$ cat src/common/soc_pkg.sv
// Shared definitions for the SoC register subsystem
// Bus widths and structs, the register map and reset sequencing constants.
// Every RTL and testbench file refers to these by scoped names.

package soc_pkg;

  // Register bus widths
  typedef logic [7:0]  bus_addr_t;
  typedef logic [31:0] bus_data_t;

  // One bit per GPIO pin
  typedef logic [11:0] gpio_t;

  // Command sent by a master, then by the fabric to the slaves
  typedef struct packed {
    logic      we;
    bus_addr_t addr;
    bus_data_t wdata;
  } bus_req_t;

  // Read data returned by a slave or by the fabric
  typedef struct packed {
    bus_data_t rdata;
  } bus_rsp_t;

  // PRCI registers
  // STATUS bit0 is synchronized lock, bit1 is system running
  localparam bus_addr_t ADDR_PRCI_STATUS = 8'h00;
  // CTRL bit0 written as 1 requests a soft system reset, reads as 0
  localparam bus_addr_t ADDR_PRCI_CTRL   = 8'h04;

  // GPIO registers
  localparam bus_addr_t ADDR_GPIO_OUT = 8'h10;
  localparam bus_addr_t ADDR_GPIO_DIR = 8'h14;
  localparam bus_addr_t ADDR_GPIO_IN  = 8'h18;

  // Returned for reads of an unmapped address
  localparam bus_data_t BUS_ERR_DATA = 32'hDEAD_BEEF;

  // Cycles reset is held after lock or after a soft reset request
  localparam int RST_HOLD_CYCLES = 8;
  localparam int HOLD_CNT_W      = $clog2(RST_HOLD_CYCLES);

  typedef logic [HOLD_CNT_W-1:0] hold_cnt_t;

endpackage
$ cat src/logic/soc_top.sv
// Top of the register subsystem
// Ties the reset controller, the two-master bus fabric and the GPIO block.
// Pads and the PLL live outside; GPIO direction is exported for the board.

`timescale 1ns/1ns

module soc_top (
  input  logic              i_sys_clk,
  input  logic              i_rst_n,
  input  logic              i_pll_locked,
  // Host master, in the system reset domain
  input  logic              i_host_req,
  input  soc_pkg::bus_req_t i_host_cmd,
  output logic              o_host_done,
  output soc_pkg::bus_rsp_t o_host_rsp,
  // Debug master, in the debug reset domain
  input  logic              i_dbg_req,
  input  soc_pkg::bus_req_t i_dbg_cmd,
  output logic              o_dbg_done,
  output soc_pkg::bus_rsp_t o_dbg_rsp,
  // GPIO pins
  input  soc_pkg::gpio_t    i_gpio,
  output soc_pkg::gpio_t    o_gpio,
  output soc_pkg::gpio_t    o_gpio_dir,
  // Reset outputs
  output logic              o_sys_nrst,
  output logic              o_dbg_nrst
);

  soc_pkg::bus_req_t w_bus_req;
  soc_pkg::bus_rsp_t w_prci_rsp;
  soc_pkg::bus_rsp_t w_gpio_rsp;
  logic              w_prci_sel;
  logic              w_gpio_sel;

  soc_prci prci0 (
    .i_sys_clk   (i_sys_clk),
    .i_rst_n     (i_rst_n),
    .i_pll_locked(i_pll_locked),
    .i_sel       (w_prci_sel),
    .i_req       (w_bus_req),
    .o_rsp       (w_prci_rsp),
    .o_sys_nrst  (o_sys_nrst),
    .o_dbg_nrst  (o_dbg_nrst)
  );

  bus_fabric fabric0 (
    .i_sys_clk  (i_sys_clk),
    .i_rst_n    (i_rst_n),
    .i_sys_nrst (o_sys_nrst),
    .i_dbg_nrst (o_dbg_nrst),
    .i_host_req (i_host_req),
    .i_host_cmd (i_host_cmd),
    .o_host_done(o_host_done),
    .o_host_rsp (o_host_rsp),
    .i_dbg_req  (i_dbg_req),
    .i_dbg_cmd  (i_dbg_cmd),
    .o_dbg_done (o_dbg_done),
    .o_dbg_rsp  (o_dbg_rsp),
    .i_prci_rsp (w_prci_rsp),
    .i_gpio_rsp (w_gpio_rsp),
    .o_req      (w_bus_req),
    .o_prci_sel (w_prci_sel),
    .o_gpio_sel (w_gpio_sel)
  );

  soc_gpio gpio0 (
    .i_sys_clk (i_sys_clk),
    .i_rst_n   (i_rst_n),
    .i_sys_nrst(o_sys_nrst),
    .i_sel     (w_gpio_sel),
    .i_req     (w_bus_req),
    .i_gpio    (i_gpio),
    .o_rsp     (w_gpio_rsp),
    .o_gpio    (o_gpio),
    .o_gpio_dir(o_gpio_dir)
  );

endmodule

$ cat src/logic/bus_fabric.sv
// Register bus fabric for two masters and two slaves
// Each port holds one pending request; debug wins over host when both wait.
// The granted command goes to all slaves with a decoded select, and the
// response comes back with a registered done pulse one cycle later.

`timescale 1ns/1ns

module bus_fabric (
  input  logic              i_sys_clk,
  input  logic              i_rst_n,
  input  logic              i_sys_nrst,
  input  logic              i_dbg_nrst,
  // Host master
  input  logic              i_host_req,
  input  soc_pkg::bus_req_t i_host_cmd,
  output logic              o_host_done,
  output soc_pkg::bus_rsp_t o_host_rsp,
  // Debug master
  input  logic              i_dbg_req,
  input  soc_pkg::bus_req_t i_dbg_cmd,
  output logic              o_dbg_done,
  output soc_pkg::bus_rsp_t o_dbg_rsp,
  // Slave side
  input  soc_pkg::bus_rsp_t i_prci_rsp,
  input  soc_pkg::bus_rsp_t i_gpio_rsp,
  output soc_pkg::bus_req_t o_req,
  output logic              o_prci_sel,
  output logic              o_gpio_sel
);

  // Port index 0 is host, 1 is debug
  logic [1:0]              req;
  logic [1:0]              port_nrst;
  logic [1:0]              pend;
  logic [1:0]              grant;
  logic [1:0]              done_q;
  soc_pkg::bus_req_t [1:0] cmd_in;
  soc_pkg::bus_req_t [1:0] cmd_q;
  soc_pkg::bus_rsp_t [1:0] rsp_q;
  soc_pkg::bus_rsp_t       rsp;
  logic                    hit_prci;
  logic                    hit_gpio;

  assign req       = {i_dbg_req, i_host_req};
  assign port_nrst = {i_dbg_nrst, i_sys_nrst};
  assign cmd_in    = {i_dbg_cmd, i_host_cmd};

  // Pending flags, dropped while the port's domain is in reset
  always_ff @(posedge i_sys_clk or negedge i_rst_n) begin
    if (!i_rst_n) begin
      pend   <= '0;
      done_q <= '0;
    end else begin
      for (int i = 0; i < 2; i++) begin
        if (!port_nrst[i]) begin
          pend[i] <= 1'b0;
        end else if (req[i]) begin
          pend[i] <= 1'b1;
        end else if (grant[i]) begin
          pend[i] <= 1'b0;
        end
      end
      done_q <= grant;
    end
  end

  always_ff @(posedge i_sys_clk) begin
    for (int i = 0; i < 2; i++) begin
      if (req[i] && !pend[i]) begin
        cmd_q[i] <= cmd_in[i];
      end
      if (grant[i]) begin
        rsp_q[i] <= rsp;
      end
    end
  end

  // Fixed priority, debug first
  always_comb begin
    grant[1] = pend[1] && port_nrst[1];
    grant[0] = pend[0] && port_nrst[0] && !grant[1];
  end

  assign o_req = grant[1] ? cmd_q[1] : cmd_q[0];

  // Address decode
  assign hit_prci = (o_req.addr == soc_pkg::ADDR_PRCI_STATUS) ||
                    (o_req.addr == soc_pkg::ADDR_PRCI_CTRL);
  assign hit_gpio = (o_req.addr == soc_pkg::ADDR_GPIO_OUT) ||
                    (o_req.addr == soc_pkg::ADDR_GPIO_DIR) ||
                    (o_req.addr == soc_pkg::ADDR_GPIO_IN);

  assign o_prci_sel = (|grant) && hit_prci;
  assign o_gpio_sel = (|grant) && hit_gpio;

  // Unmapped writes just complete with no select raised
  always_comb begin
    if (hit_prci) begin
      rsp = i_prci_rsp;
    end else if (hit_gpio) begin
      rsp = i_gpio_rsp;
    end else begin
      rsp.rdata = soc_pkg::BUS_ERR_DATA;
    end
  end

  assign o_host_done = done_q[0];
  assign o_dbg_done  = done_q[1];
  assign o_host_rsp  = rsp_q[0];
  assign o_dbg_rsp   = rsp_q[1];

  // A master waits for its done pulse before the next request
  for (genvar g = 0; g < 2; g++) begin : g_port_chk
    a_no_overrun: assert property (
      @(posedge i_sys_clk) disable iff (!i_rst_n)
        (req[g] && port_nrst[g]) |-> !pend[g])
      else $error("request on port %0d while one is still pending", g);
  end

  a_one_sel: assert property (
    @(posedge i_sys_clk) disable iff (!i_rst_n)
      $onehot0({o_prci_sel, o_gpio_sel}))
    else $error("more than one slave selected");

endmodule

$ cat src/gpio/soc_gpio.sv
// GPIO register slave for 12 pins
// OUT and DIR drive the pads; IN samples the pins through two flops.
// Both registers clear on the power-on reset and on the system reset.

`timescale 1ns/1ns

module soc_gpio (
  input  logic              i_sys_clk,
  input  logic              i_rst_n,
  input  logic              i_sys_nrst,
  input  logic              i_sel,
  input  soc_pkg::bus_req_t i_req,
  input  soc_pkg::gpio_t    i_gpio,
  output soc_pkg::bus_rsp_t o_rsp,
  output soc_pkg::gpio_t    o_gpio,
  output soc_pkg::gpio_t    o_gpio_dir
);

  soc_pkg::gpio_t out_q;
  soc_pkg::gpio_t dir_q;
  soc_pkg::gpio_t in_meta;
  soc_pkg::gpio_t in_sync;
  logic           wr_en;

  assign wr_en = i_sel && i_req.we;

  always_ff @(posedge i_sys_clk or negedge i_rst_n) begin
    if (!i_rst_n) begin
      out_q <= '0;
      dir_q <= '0;
    end else if (!i_sys_nrst) begin
      out_q <= '0;
      dir_q <= '0;
    end else if (wr_en) begin
      if (i_req.addr == soc_pkg::ADDR_GPIO_OUT) begin
        out_q <= soc_pkg::gpio_t'(i_req.wdata);
      end
      if (i_req.addr == soc_pkg::ADDR_GPIO_DIR) begin
        dir_q <= soc_pkg::gpio_t'(i_req.wdata);
      end
    end
  end

  // Pins are asynchronous to the bus clock
  always_ff @(posedge i_sys_clk) begin
    in_meta <= i_gpio;
    in_sync <= in_meta;
  end

  assign o_gpio     = out_q;
  assign o_gpio_dir = dir_q;

  always_comb begin
    case (i_req.addr)
      soc_pkg::ADDR_GPIO_OUT: o_rsp.rdata = soc_pkg::bus_data_t'(out_q);
      soc_pkg::ADDR_GPIO_DIR: o_rsp.rdata = soc_pkg::bus_data_t'(dir_q);
      soc_pkg::ADDR_GPIO_IN:  o_rsp.rdata = soc_pkg::bus_data_t'(in_sync);
      default:                o_rsp.rdata = '0;
    endcase
  end

endmodule

$ cat src/prci/soc_prci.sv
// Power, reset and clock interface block
// Synchronizes the PLL lock and sequences the system and debug resets.
// The debug reset is released once after power-up; the system reset also
// follows loss of lock and soft reset writes to the CTRL register.

`timescale 1ns/1ns

module soc_prci (
  input  logic              i_sys_clk,
  input  logic              i_rst_n,
  input  logic              i_pll_locked,
  input  logic              i_sel,
  input  soc_pkg::bus_req_t i_req,
  output soc_pkg::bus_rsp_t o_rsp,
  output logic              o_sys_nrst,
  output logic              o_dbg_nrst
);

  typedef enum logic [1:0] {
    WAIT_LOCK,
    HOLD,
    RUN
  } state_t;

  state_t             state;
  soc_pkg::hold_cnt_t hold_cnt;
  logic               lock_meta;
  logic               lock_sync;
  logic               sys_nrst_q;
  logic               dbg_nrst_q;
  logic               soft_rst;

  // Lock comes straight from the PLL, two flops before use
  always_ff @(posedge i_sys_clk or negedge i_rst_n) begin
    if (!i_rst_n) begin
      lock_meta <= 1'b0;
      lock_sync <= 1'b0;
    end else begin
      lock_meta <= i_pll_locked;
      lock_sync <= lock_meta;
    end
  end

  // Soft reset request from a CTRL write
  assign soft_rst = i_sel && i_req.we && (i_req.addr == soc_pkg::ADDR_PRCI_CTRL) &&
                    i_req.wdata[0];

  // Reset sequencer
  always_ff @(posedge i_sys_clk or negedge i_rst_n) begin
    if (!i_rst_n) begin
      state      <= WAIT_LOCK;
      hold_cnt   <= '0;
      sys_nrst_q <= 1'b0;
      dbg_nrst_q <= 1'b0;
    end else if (!lock_sync) begin
      // Lost lock, system goes down, debug stays up
      state      <= WAIT_LOCK;
      hold_cnt   <= '0;
      sys_nrst_q <= 1'b0;
    end else if (soft_rst) begin
      state      <= HOLD;
      hold_cnt   <= '0;
      sys_nrst_q <= 1'b0;
    end else begin
      case (state)
        WAIT_LOCK: begin
          // Lock has already been seen for one cycle here
          state    <= HOLD;
          hold_cnt <= soc_pkg::hold_cnt_t'(1);
        end
        HOLD: begin
          if (hold_cnt == soc_pkg::hold_cnt_t'(soc_pkg::RST_HOLD_CYCLES - 1)) begin
            state      <= RUN;
            sys_nrst_q <= 1'b1;
            dbg_nrst_q <= 1'b1;
          end else begin
            hold_cnt <= hold_cnt + 1'b1;
          end
        end
        RUN: begin
          state <= RUN;
        end
        default: begin
          state <= WAIT_LOCK;
        end
      endcase
    end
  end

  assign o_sys_nrst = sys_nrst_q;
  assign o_dbg_nrst = dbg_nrst_q;

  // Register read mux, CTRL reads back as zero
  always_comb begin
    o_rsp.rdata = '0;
    if (i_req.addr == soc_pkg::ADDR_PRCI_STATUS) begin
      o_rsp.rdata[1:0] = {sys_nrst_q, lock_sync};
    end
  end

  // Debug domain only sees the power-up reset
  a_dbg_nrst_stable: assert property (
    @(posedge i_sys_clk) disable iff (!i_rst_n)
      !$fell(o_dbg_nrst))
    else $error("o_dbg_nrst fell while i_rst_n was high");

endmodule

$ cat config.mk
export PLATFORM = sky130hd
export DESIGN_NAME = soc_top
export DESIGN_NICKNAME = d
export VERILOG_FILES = /design/src/common/soc_pkg.sv /design/src/logic/soc_top.sv /design/src/logic/bus_fabric.sv /design/src/gpio/soc_gpio.sv /design/src/prci/soc_prci.sv
export SDC_FILE = /design/constraint.sdc
export NUM_CORES = 1
export LEC_CHECK = 0
export BUFFER_PORTS_ARGS = -buffer_cell sky130_fd_sc_hd__buf_2
export CORE_MARGIN = 5
export CORE_UTILIZATION = 30
export DETAILED_ROUTE_END_ITERATION = 7
export GPL_TIMING_DRIVEN = 0
export SETUP_SLACK_MARGIN = 0.02
export SLEW_MARGIN = 10
export SYNTH_ARGS = -nofsm -noshare
export SYNTH_HDL_FRONTEND = slang
export SYNTH_HIERARCHICAL = 1
export SYNTH_SLANG_ARGS = --single-unit
$ cat constraint.sdc
create_clock -name i_sys_clk -period 4.45 [get_ports i_sys_clk]
set_clock_uncertainty 0.2 [all_clocks]
set_input_delay 0.2225 -clock i_sys_clk [delete_from_list [all_inputs] [get_ports i_sys_clk]]
set_output_delay 0.2225 -clock i_sys_clk [all_outputs]
set_load 0.01 [all_outputs]
==> summary.md, run 1 <==
| Metric | Value |
|---|---|
| Status | complete, no violations |
| Root buffer cell | clkbuf_16 |
| Power share of the clock group | 42.3% |
| CP Class | flip-flop to flip-flop |
| Area grow syn2layout | 37.0% |
| Port-buffer cells | 150 |
| Final wirelength | 16,000 um |
| Sequential cell area | 0.00459 mm2 |
| Max_cap viols | 0 |
| HPWL after detailed placement | 11,300 um |
| Post-synthesis cell count | 525 |
| M3 GR Usage | 3.50% |
| Crit. Startpoint | prci0/o_dbg_nrst |
| Design Area, Final | 0.00945 mm2 |
| CP bufs+invs | 4 |
| Worst reg2reg path endpoint | fabric0/o_dbg_rsp[8] |
| Multi-input gate area | 0.00190 mm2 |
| FF-to-FF Start | prci0/o_dbg_nrst |
| Maximum vdd drop | 0.201 mV |
| CP startpoint kind | flip-flop |
| Fin Hold WS | 0.126 ns |
| Net Sw Power | 811 uW |
| Slew margin rel. | 41.1% |
| Levels on crit path | 11 |
| Combinational share of power | 9.0% |
| CP top delay family | buffers and inverters |
| Sequential fraction of design power | 48.6% |
| CP Capture Type | flip-flop |
| Crit-path slowest cell | clkbuf_2 |
| Starting Density | 30.5% |
| Cell Rows | 55 |
| Max incr delay on CP | 0.44 ns |
| CP required | 4.47 ns |
| Final ANT Viol Nets | 0 |
| Largest net degree at the start of global routing | 38 |
| Vias | 4,503 |
| Clock Latency Late Sink | 0.42 ns |
| Overall die height | 162 um |
| Routed WL per cell | 14.5 um |
| Share of cells above drive strength 1 | 33.5% |
| Crit path cell chain | nand2_1, inv_1, clkbuf_2, nand2_1, nand2_1, nor2b_1, clkbuf_1, nand2_1, a21oi_1, inv_1, o22ai_1 |
| RSZ-0062 raised after global routing | no |
| Worst-margin pin slew | 0.884 ns |
| Max-slew violations | 0 |
| Final Core Density | 41.8% |
| Total CTS buffers | 17 |
| Minimum clock period | 3.31 ns |
| Busiest grt layer | met2 |
| Clk slew on worst S/H paths | 0.07 ns |
| Total grt overflow | 0 |
| Most used cell, CP | nand2_1 |
| Max Freq | 302 MHz |
| CTS tree | yes |
| Core ar. | 0.0226 mm2 |
| Met1 GRT Util | 16.8% |
| DR pass1 iterations | 4 |
| DRC violation count after routing | 0 |
| Via density | 4.09 |
| Initial detailed-routing violation count | 146 |
| Top-Level Pins | 191 |
| FF-to-FF path depth | 11 |
| Peak fanout along the critical path | 13 |
| Final hold vios | 0 |
| CTS Sinks | 167 |
| HP Class | flip-flop to flip-flop |
| P_leak | 4.11 nW |
| Post-layout net count | 908 |
| Period utilization | 74.3% |
| Pint | 2.78 mW |
| Initial antenna violation count | 0 |
| Total GRT Usage | 12.7% |
| GR Util met2 | 20.1% |
| Setup TNS | 0 ns |
| Setup violators final | 0 |
| Worst setup path endpoint | fabric0/o_dbg_rsp[8] |
| Vias in the first global route | 4,684 |
| Power per cell area | 380 mW/mm2 |
| Antenna Cells | 0 |
| Reg-to-reg setup timing slack | 1.14 ns |
| Data arrival, critical path | 3.33 ns |
| H-tree levels | 4 |
| Cell Area, Placed | 0.00827 mm2 |
| Switching part of the total | 22.6% |
| Maximum clock path buffer count | 2 |
| Mean Syn Cell Area | 13.1 um2 |
| Mapped Area | 0.00690 mm2 |
| Total die area | 0.0261 mm2 |
| Die W | 162 um |
| First-pass GRT wire length | 25,900 um |
| GPL Wtd Cong | 0.729 |
| Syn. warnings | 6 |
| # fillers | 2,126 |
==> layer usage <==
metal  wire length [um]  vias up
met3                958       14
met4                264        0
met1               7470     2073
li1                   -     2289
met2               7320      127
met5                  0        -
==> layout by cell type, fill, tap and decap left out, types with 3 or more instances in the layout <==
| master | count |
|---|---|
| edfxtp_1 | 106 |
| dfxtp_1 | 24 |
| dlygate4sd3_1 | 58 |
| clkbuf_16 | 17 |
| o22ai_1 | 8 |
| or2_2 | 12 |
| nand3_2 | 3 |
| nor2b_1 | 4 |
| a21oi_1 | 17 |
| nor4_4 | 3 |
| inv_6 | 4 |
| conb_1 | 50 |
| buf_6 | 6 |
| buf_4 | 52 |
| bufinv_16 | 3 |
| nand2_1 | 114 |
| clkbuf_1 | 14 |
| ha_1 | 5 |
| dfrtp_1 | 37 |
| inv_1 | 19 |
| buf_2 | 155 |
| o22a_1 | 24 |
| mux2i_1 | 39 |
==> worst register-to-register path, cell delays in order (launching register included) <==
cell,delay (ns)
dfrtp_1,0.41
nand2_1,0.09
inv_1,0.28
clkbuf_2,0.44
nand2_1,0.10
nand2_1,0.22
nor2b_1,0.31
clkbuf_1,0.42
nand2_1,0.10
a21oi_1,0.25
inv_1,0.07
o22ai_1,0.23
==> worst min path at each step <==
stage	from	to	slack, ns	cells past startpoint
floorplan	i_rst_n	fabric0/done_q[0]	-0.27	0
global placement	gpio0/in_meta[6]	gpio0/in_sync[6]	0.11	0
detailed placement	gpio0/in_meta[10]	gpio0/in_sync[10]	0.11	0
CTS	gpio0/in_meta[8]	gpio0/in_sync[8]	0.13	0
global route	gpio0/in_meta[8]	gpio0/in_sync[8]	0.14	0
finish	gpio0/in_meta[8]	gpio0/in_sync[8]	0.13	0
==> cell type report <==
cell class,instances,share of cell area (%)
well taps,285,3.77
repair buffers,212,14.8
inverters,19,0.754
clock inverters,13,1.79
multi-input cells,311,20.1
flip-flops and latches,167,48.5
clock buffers,19,4.58
plain buffers,76,5.64
==> flip-flops by register name (all words and copies together), names as in the netlist <==
name / flops
fabric0/cmd_q: 42
fabric0/o_dbg_rsp: 32
fabric0/o_host_rsp: 32
gpio0/in_meta: 12
gpio0/in_sync: 12
gpio0/o_gpio: 12
gpio0/o_gpio_dir: 12
prci0/hold_cnt: 3
fabric0/done_q: 2
fabric0/pend: 2
prci0/state: 2
prci0/lock_meta: 1
prci0/lock_sync: 1
prci0/o_dbg_nrst: 1
prci0/o_sys_nrst: 1
==> power by group through the flow <==
stage	combinational [mW]	clock (mW)	sequential, mW
6_report	0.325	1.52	1.75
5_1_grt	0.371	1.62	1.76
4_1_cts	0.326	1.56	1.75
3_5_place_dp	0.286	0	1.78
3_3_place_gp	0.277	0	1.78
2_1_floorplan	0.208	0	1.77
==> metrics by stage <==
step	worst slack, ns	std cells	total power, mW
after global placement	-0.920	1008	2.06
after global routing	0.815	1102	3.75
final	1.14	1102	3.59
after CTS	1.00	1102	3.63
after detailed placement	1.02	1012	2.07
after floorplan	0.960	573	1.98
==> repair_timing <==
item / 4_1_cts / 5_1_grt
gates resized for setup: 0 / 0
hold buffers: 58 / 0
endpoints found under the hold margin: 94 / 0
buffers inserted: 0 / 0
Power figures use the tool's default switching activity.
==> run 2: changes to the inputs <==
--- a/config.mk
+++ b/config.mk
@@ -5,6 +5,7 @@
 export SDC_FILE = /design/constraint.sdc
 export NUM_CORES = 1
 export LEC_CHECK = 0
+export ABC_AREA = 1
 export BUFFER_PORTS_ARGS = -buffer_cell sky130_fd_sc_hd__buf_2
 export CORE_MARGIN = 5
 export CORE_UTILIZATION = 30
==> constraint.sdc (replaced) <==
create_clock -name i_sys_clk -period 3 [get_ports i_sys_clk]
set_clock_uncertainty 0.2 [all_clocks]
set_input_delay 0.15 -clock i_sys_clk [delete_from_list [all_inputs] [get_ports i_sys_clk]]
set_output_delay 0.15 -clock i_sys_clk [all_outputs]
set_load 0.01 [all_outputs]
==> summary.md, run 2 <==
| Metric | Value |
|---|---|
| Initial detailed-routing violation count | 161 (+10%) |
| Final hold vios | 0 (unchanged) |
| Vias in the first global route | 5,357 (+14%) |
| Area grow syn2layout | 35.0% |
| Antenna Cells | 0 (unchanged) |
| Reg-to-reg setup timing slack | 0.25 ns (-0.89 ns) |
| Mapped Area | 0.00747 mm2 (+8.2%) |
| Hold path start | gpio0/in_meta[5] |
| HP Class | flip-flop to flip-flop |
| HPWL after detailed placement | 13,000 um (+15%) |
| Power per cell area | 509 mW/mm2 (+34%) |
| Final Core Density | 41.3% (-0.45 points) |
| Share of cells above drive strength 1 | 28.7% (-4.9 points) |
| Final WS setup | 0.249 ns (-0.894 ns) |
| Port-buffer cells | 150 (unchanged) |
| Max incr delay on CP | 0.47 ns (+0.03 ns) |
| DR pass1 iterations | 4 (unchanged) |
| P_leak | 4.88 nW (+19%) |
| Initial antenna violation count | 0 (unchanged) |
| WHS Path Cells | 0 (unchanged) |
| Die W | 168 um (+3.8%) |
| Max FFs per register | 42 (unchanged) |
| First-pass GRT wire length | 28,300 um (+9.4%) |
| Via density | 4.00 (-2.0%) |
| Total die area | 0.0281 mm2 (+7.7%) |
| Starting Density | 30.6% (+0.13 points) |
| Fin Hold WS | 0.130 ns (+0.00388 ns) |
| CTS tree | yes |
| Peak fanout along the critical path | 34 (+21) |
| FF-to-FF path depth | 8 (-3) |
| Worst reg2reg path endpoint | fabric0/o_host_rsp[10] |
| Period utilization | 91.7% (+17 points) |
| H-tree levels | 4 (unchanged) |
| Max-slew violations | 0 (unchanged) |
| Mean Syn Cell Area | 9.91 um2 (-25%) |
| Final ANT Viol Nets | 0 (unchanged) |
| CTS Sinks | 167 (unchanged) |
| Commonest non-fill, non-tap cells in the layout | nand2_1 (179), buf_2 (162), nand3_1 (132) |
| RSZ-0062 raised after global routing | no |
| CP Capture Type | flip-flop |
| PnR Total Power | 5.13 mW (+43%) |
| Maximum clock path buffer count | 2 (unchanged) |
| CP bufs+invs | 6 (+2) |
| Slew margin rel. | 37.5% (-3.5 points) |
| Maximum vdd drop | 0.294 mV (+46%) |
| Syn. warnings | 6 (unchanged) |
| Total grt overflow | 0 (unchanged) |
| M3 GR Usage | 3.91% (+0.41 points) |
| Total CTS buffers | 17 (unchanged) |
| Data arrival, critical path | 2.67 ns (-0.66 ns) |
| CP required | 2.92 ns (-1.55 ns) |
| Root buffer cell | clkbuf_16 |
| Top-Level Pins | 191 (unchanged) |
| Crit-path slowest cell | buf_2 |
| Busiest grt layer | met2 |
| Vias | 5,484 (+22%) |
| Post-layout net count | 1,137 (+25%) |
| Final wirelength | 17,700 um (+11%) |
| Minimum clock period | 2.75 ns (-0.556 ns) |
| Post-synthesis cell count | 753 (+43%) |
| GPL Wtd Cong | 0.812 (+12%) |
| Overall die height | 168 um (+3.8%) |
| Dpl ws | 0.0195 ns (-0.999 ns) |
| Cell Rows | 57 (+3.6%) |
| Top reg by flops | fabric0/cmd_q |
| Largest net degree at the start of global routing | 38 (unchanged) |
| Core ar. | 0.0244 mm2 (+7.7%) |
| Worst-margin pin slew | 0.937 ns (+0.0529 ns) |
| Crit path cell chain | buf_6, nand2_4, buf_6, clkinv_1, buf_2, nor3_4, buf_8, buf_8 |
| CP startpoint kind | flip-flop |
| Hold worst-path end | gpio0/in_sync[5] |
| GR Util met2 | 21.3% (+1.2 points) |
| Status | complete, no violations |
| Setup violators final | 0 (unchanged) |
| DRC violation count after routing | 0 (unchanged) |
| Most common cell after layout, fill and taps aside | nand2_1 |
| Max Freq | 364 MHz (+20%) |
| Clk slew on worst S/H paths | 0.07 ns (about the same) |
| Crit. Startpoint | prci0/o_dbg_nrst |
| FF-to-FF Start | prci0/o_dbg_nrst |
| Routed WL per cell | 13.0 um (-11%) |
| CP top delay family | buffers and inverters |
| Max_cap viols | 0 (unchanged) |
| CP Class | flip-flop to flip-flop |
| Clock Latency Late Sink | 0.43 ns (about the same) |
| Total GRT Usage | 12.9% (+0.24 points) |
| Met1 GRT Util | 15.9% (-0.87 points) |
## run 2: through the flow
step | setup TNS, ns | cell area [um2] | cells
3_3_place_gp | -22.06 | 8810 | 1275
4_1_cts | 0 | 10100 | 1370
2_1_floorplan | 0 | 7660 | 801
5_1_grt | 0 | 10100 | 1370
3_5_place_dp | 0 | 8880 | 1279
6_report | 0 | 10100 | 1370
## run 2: cell type report
class	instances	area, um2
inverter	135	507
buffer	82	608
multi-input combinational	417	1970
tap	324	405
clock buffer	20	500
sequential	167	4590
timing repair buffer	213	1400
fill	2404	14300
clock inverter	12	100
## run 2: power by group
group	switching, mW	total [mW]	internal [mW]
Sequential	0.0260	2.54	2.51
Clock	0.960	2.19	1.23
Combinational	0.197	0.396	0.199
## run 2: worst max-delay path by stage
stage | endpoint | slack, ns | cells after the start
2_1_floorplan | fabric0/o_host_rsp[0] | 0.27 | 6
3_3_place_gp | fabric0/o_host_rsp[16] | -0.68 | 6
3_5_place_dp | fabric0/o_host_rsp[16] | 0.02 | 8
4_1_cts | fabric0/o_host_rsp[1] | 0.19 | 8
5_1_grt | gpio0/o_gpio_dir[6] | 0.08 | 16
6_report | fabric0/o_host_rsp[10] | 0.25 | 8
## run 2: repair_timing
action / 4_1_cts / 5_1_grt
setup buffers: 1 / 0
gates resized for setup: 0 / 2
endpoints found under the setup margin: 19 / 20
endpoints found under the hold margin: 102 / 0
pin swaps: 1 / 0
hold buffers: 58 / 0
## run 2: routing by layer
metal	vias to the layer above	routed length (um)
li1	2838	-
met1	2493	7630
met2	136	8600
met3	17	1070
met4	0	442
met5	-	0
==> run 3: changes to the inputs <==
--- a/config.mk
+++ b/config.mk
@@ -11,6 +11,7 @@
 export CORE_UTILIZATION = 30
 export DETAILED_ROUTE_END_ITERATION = 7
 export GPL_TIMING_DRIVEN = 0
+export PLACE_DENSITY_LB_ADDON = 0.2
 export SETUP_SLACK_MARGIN = 0.02
 export SLEW_MARGIN = 10
 export SYNTH_ARGS = -nofsm -noshare
==> summary.md, run 3 (same netlist as run 2, synthesis figures left out) <==
| Metric | Value |
|---|---|
| CTS tree | yes |
| Initial detailed-routing violation count | 271 (+68%) |
| Minimum clock period | 2.79 ns (+0.0374 ns) |
| Vias in the first global route | 5,315 (-0.78%) |
| Via density | 3.91 (-2.3%) |
| Most common cell after layout, fill and taps aside | nand2_1 |
| Final wirelength | 18,200 um (+2.4%) |
| Power share of the clock group | 43.1% (+0.4 points) |
| CP startpoint kind | flip-flop |
| Antenna Cells | 0 (unchanged) |
| Max_cap viols | 0 (unchanged) |
| CP Capture Type | flip-flop |
| DR pass1 iterations | 4 (unchanged) |
| Area grow syn2layout | 34.6% |
| Cell Area, Placed | 0.00887 mm2 (about the same) |
| P_leak | 4.85 nW (-0.57%) |
| GPL Wtd Cong | 0.768 (-5.5%) |
| Status | complete, no violations |
| Pint | 4.02 mW (+1.9%) |
| Slew margin rel. | 39.7% (+2.1 points) |
| Combinational share of power | 7.5% (-0.2 points) |
| CP Class | flip-flop to flip-flop |
| Maximum vdd drop | 0.323 mV (+9.7%) |
| Clock Latency Late Sink | 0.42 ns (about the same) |
| Final Core Density | 41.2% (-0.097 points) |
| Data arrival, critical path | 2.72 ns (+0.05 ns) |
| Power per cell area | 513 mW/mm2 (+0.75%) |
| Root buffer cell | clkbuf_16 |
| H-tree levels | 4 (unchanged) |
| Total die area | 0.0281 mm2 (unchanged) |
| Cell Rows | 57 (unchanged) |
| RSZ-0062 raised after global routing | no |
| Period utilization | 92.9% (+1.2 points) |
| Maximum clock path buffer count | 2 (unchanged) |
| Sequential fraction of design power | 49.3% (-0.2 points) |
| PostCTS Resize Cnt | 0 (unchanged) |
| HP Class | flip-flop to flip-flop |
| Fin Hold WS | 0.126 ns (-0.00416 ns) |
| Post-layout net count | 1,137 (unchanged) |
| Largest net degree at the start of global routing | 38 (unchanged) |
| Initial antenna violation count | 0 (unchanged) |
| Top reg by flops | fabric0/cmd_q |
| Final hold vios | 0 (unchanged) |
| Top-Level Pins | 191 (unchanged) |
| Max-slew violations | 0 (unchanged) |
| Peak fanout along the critical path | 34 (unchanged) |
| Non-filler cells, final | 1,370 (unchanged) |
| Setup violators final | 0 (unchanged) |
| Total grt overflow | 0 (unchanged) |
| Worst-margin pin slew | 0.905 ns (-0.0316 ns) |
| Commonest non-fill, non-tap cells in the layout | nand2_1 (179), buf_2 (162), nand3_1 (132) |
| DRC violation count after routing | 0 (unchanged) |
| Net Sw Power | 1.13 mW (-4.1%) |
| Total GRT Usage | 13.3% (+0.36 points) |
| Switching part of the total | 22.0% (-1.1 points) |
| Placed cells | 1,279 (unchanged) |
| Core ar. | 0.0244 mm2 (unchanged) |
| Die W | 168 um (unchanged) |
| Port-buffer cells | 150 (unchanged) |
| CP required | 2.93 ns (about the same) |
| Clk slew on worst S/H paths | 0.06 ns (about the same) |
| CTS Sinks | 167 (unchanged) |
| First-pass GRT wire length | 29,200 um (+3.2%) |
| Routed WL per cell | 13.3 um (+2.4%) |
| Max FFs per register | 42 (unchanged) |
| Design Area, Final | 0.0101 mm2 (-0.24%) |
| Vias | 5,360 (-2.3%) |
| Share of cells above drive strength 1 | 28.3% (-0.38 points) |
| Max Freq | 359 MHz (-1.3%) |
| PnR Total Power | 5.16 mW (+0.51%) |
| Final ANT Viol Nets | 0 (unchanged) |
| Starting Density | 30.6% (unchanged) |
| Overall die height | 168 um (unchanged) |
| Total CTS buffers | 17 (unchanged) |
| HPWL after detailed placement | 13,200 um (+1.8%) |
[run 3: changes by cell type in the layout (fill, tap and decap cells not counted), sizes merged]
cell / before / now
bufinv: 0 / 3
clkinvlp: 0 / 4
clkinv: 6 / 5
inv: 141 / 135
[run 3: layout make-up]
cell class              instances  area, um2
fillers                      2454      14300
flip-flops and latches        167       4590
multi-input cells             417       1960
repair buffers                213       1400
plain buffers                  82        604
inverters                     135        507
clock buffers                  20        437
well taps                     324        405
clock inverters                12        153
[run 3: stage by stage]
step           setup WS, ns  TNS [ns]
6_report              0.212         0
5_1_grt              0.0208         0
4_1_cts               0.121         0
3_5_place_dp         -0.241     -3.46
3_3_place_gp         -0.773    -25.18
2_1_floorplan         0.274         0
[run 3: critical path: stages, from the launching register on]
cell	delay, ns
dfrtp_1	0.41
buf_6	0.16
nand2_4	0.09
buf_6	0.14
clkinv_1	0.20
buf_2	0.46
nor3_4	0.42
buf_8	0.22
buf_6	0.17
[run 3: timing repair]
item / in CTS / in global routing
hold endpoints to repair: 104 / 0
hold buffers: 58 / 0
buffers inserted: 1 / 0
setup endpoints to repair: 25 / 0
[run 3: path summary, 6_finish.rpt]
check / start / end / slack, ns / depth (start not counted)
worst max-delay path: prci0/o_dbg_nrst / fabric0/o_host_rsp[18] / 0.21 / 8
worst min-delay path: gpio0/in_meta[10] / gpio0/in_sync[10] / 0.13 / 0
worst max register to register: prci0/o_dbg_nrst / fabric0/o_host_rsp[18] / 0.21 / 8
worst min register to register: gpio0/in_meta[10] / gpio0/in_sync[10] / 0.13 / 0
max in group asynchronous: i_rst_n / gpio0/o_gpio[6] / 1.88 / 2
min in group asynchronous: i_rst_n / fabric0/done_q[0] / 0.18 / 2
[run 3: power by group through the flow]
stage	clock network, mW	logic [mW]	registers, mW
finish	2.22	0.389	2.54
global route	2.40	0.445	2.55
global placement	0	0.324	2.59
CTS	2.31	0.391	2.54
floorplan	0	0.236	2.58
detailed placement	0	0.331	2.59
[run 3: metal layers]
metal	GRT usage [%]	part of all wire, %	vias up	wire length [um]
met4	3.71	1.5	0	276
met3	4.17	5.8	16	1060
met1	17.2	45	2368	8220
met5	0	0	-	0
met2	21.5	47	128	8610
li1	-	-	2848	-
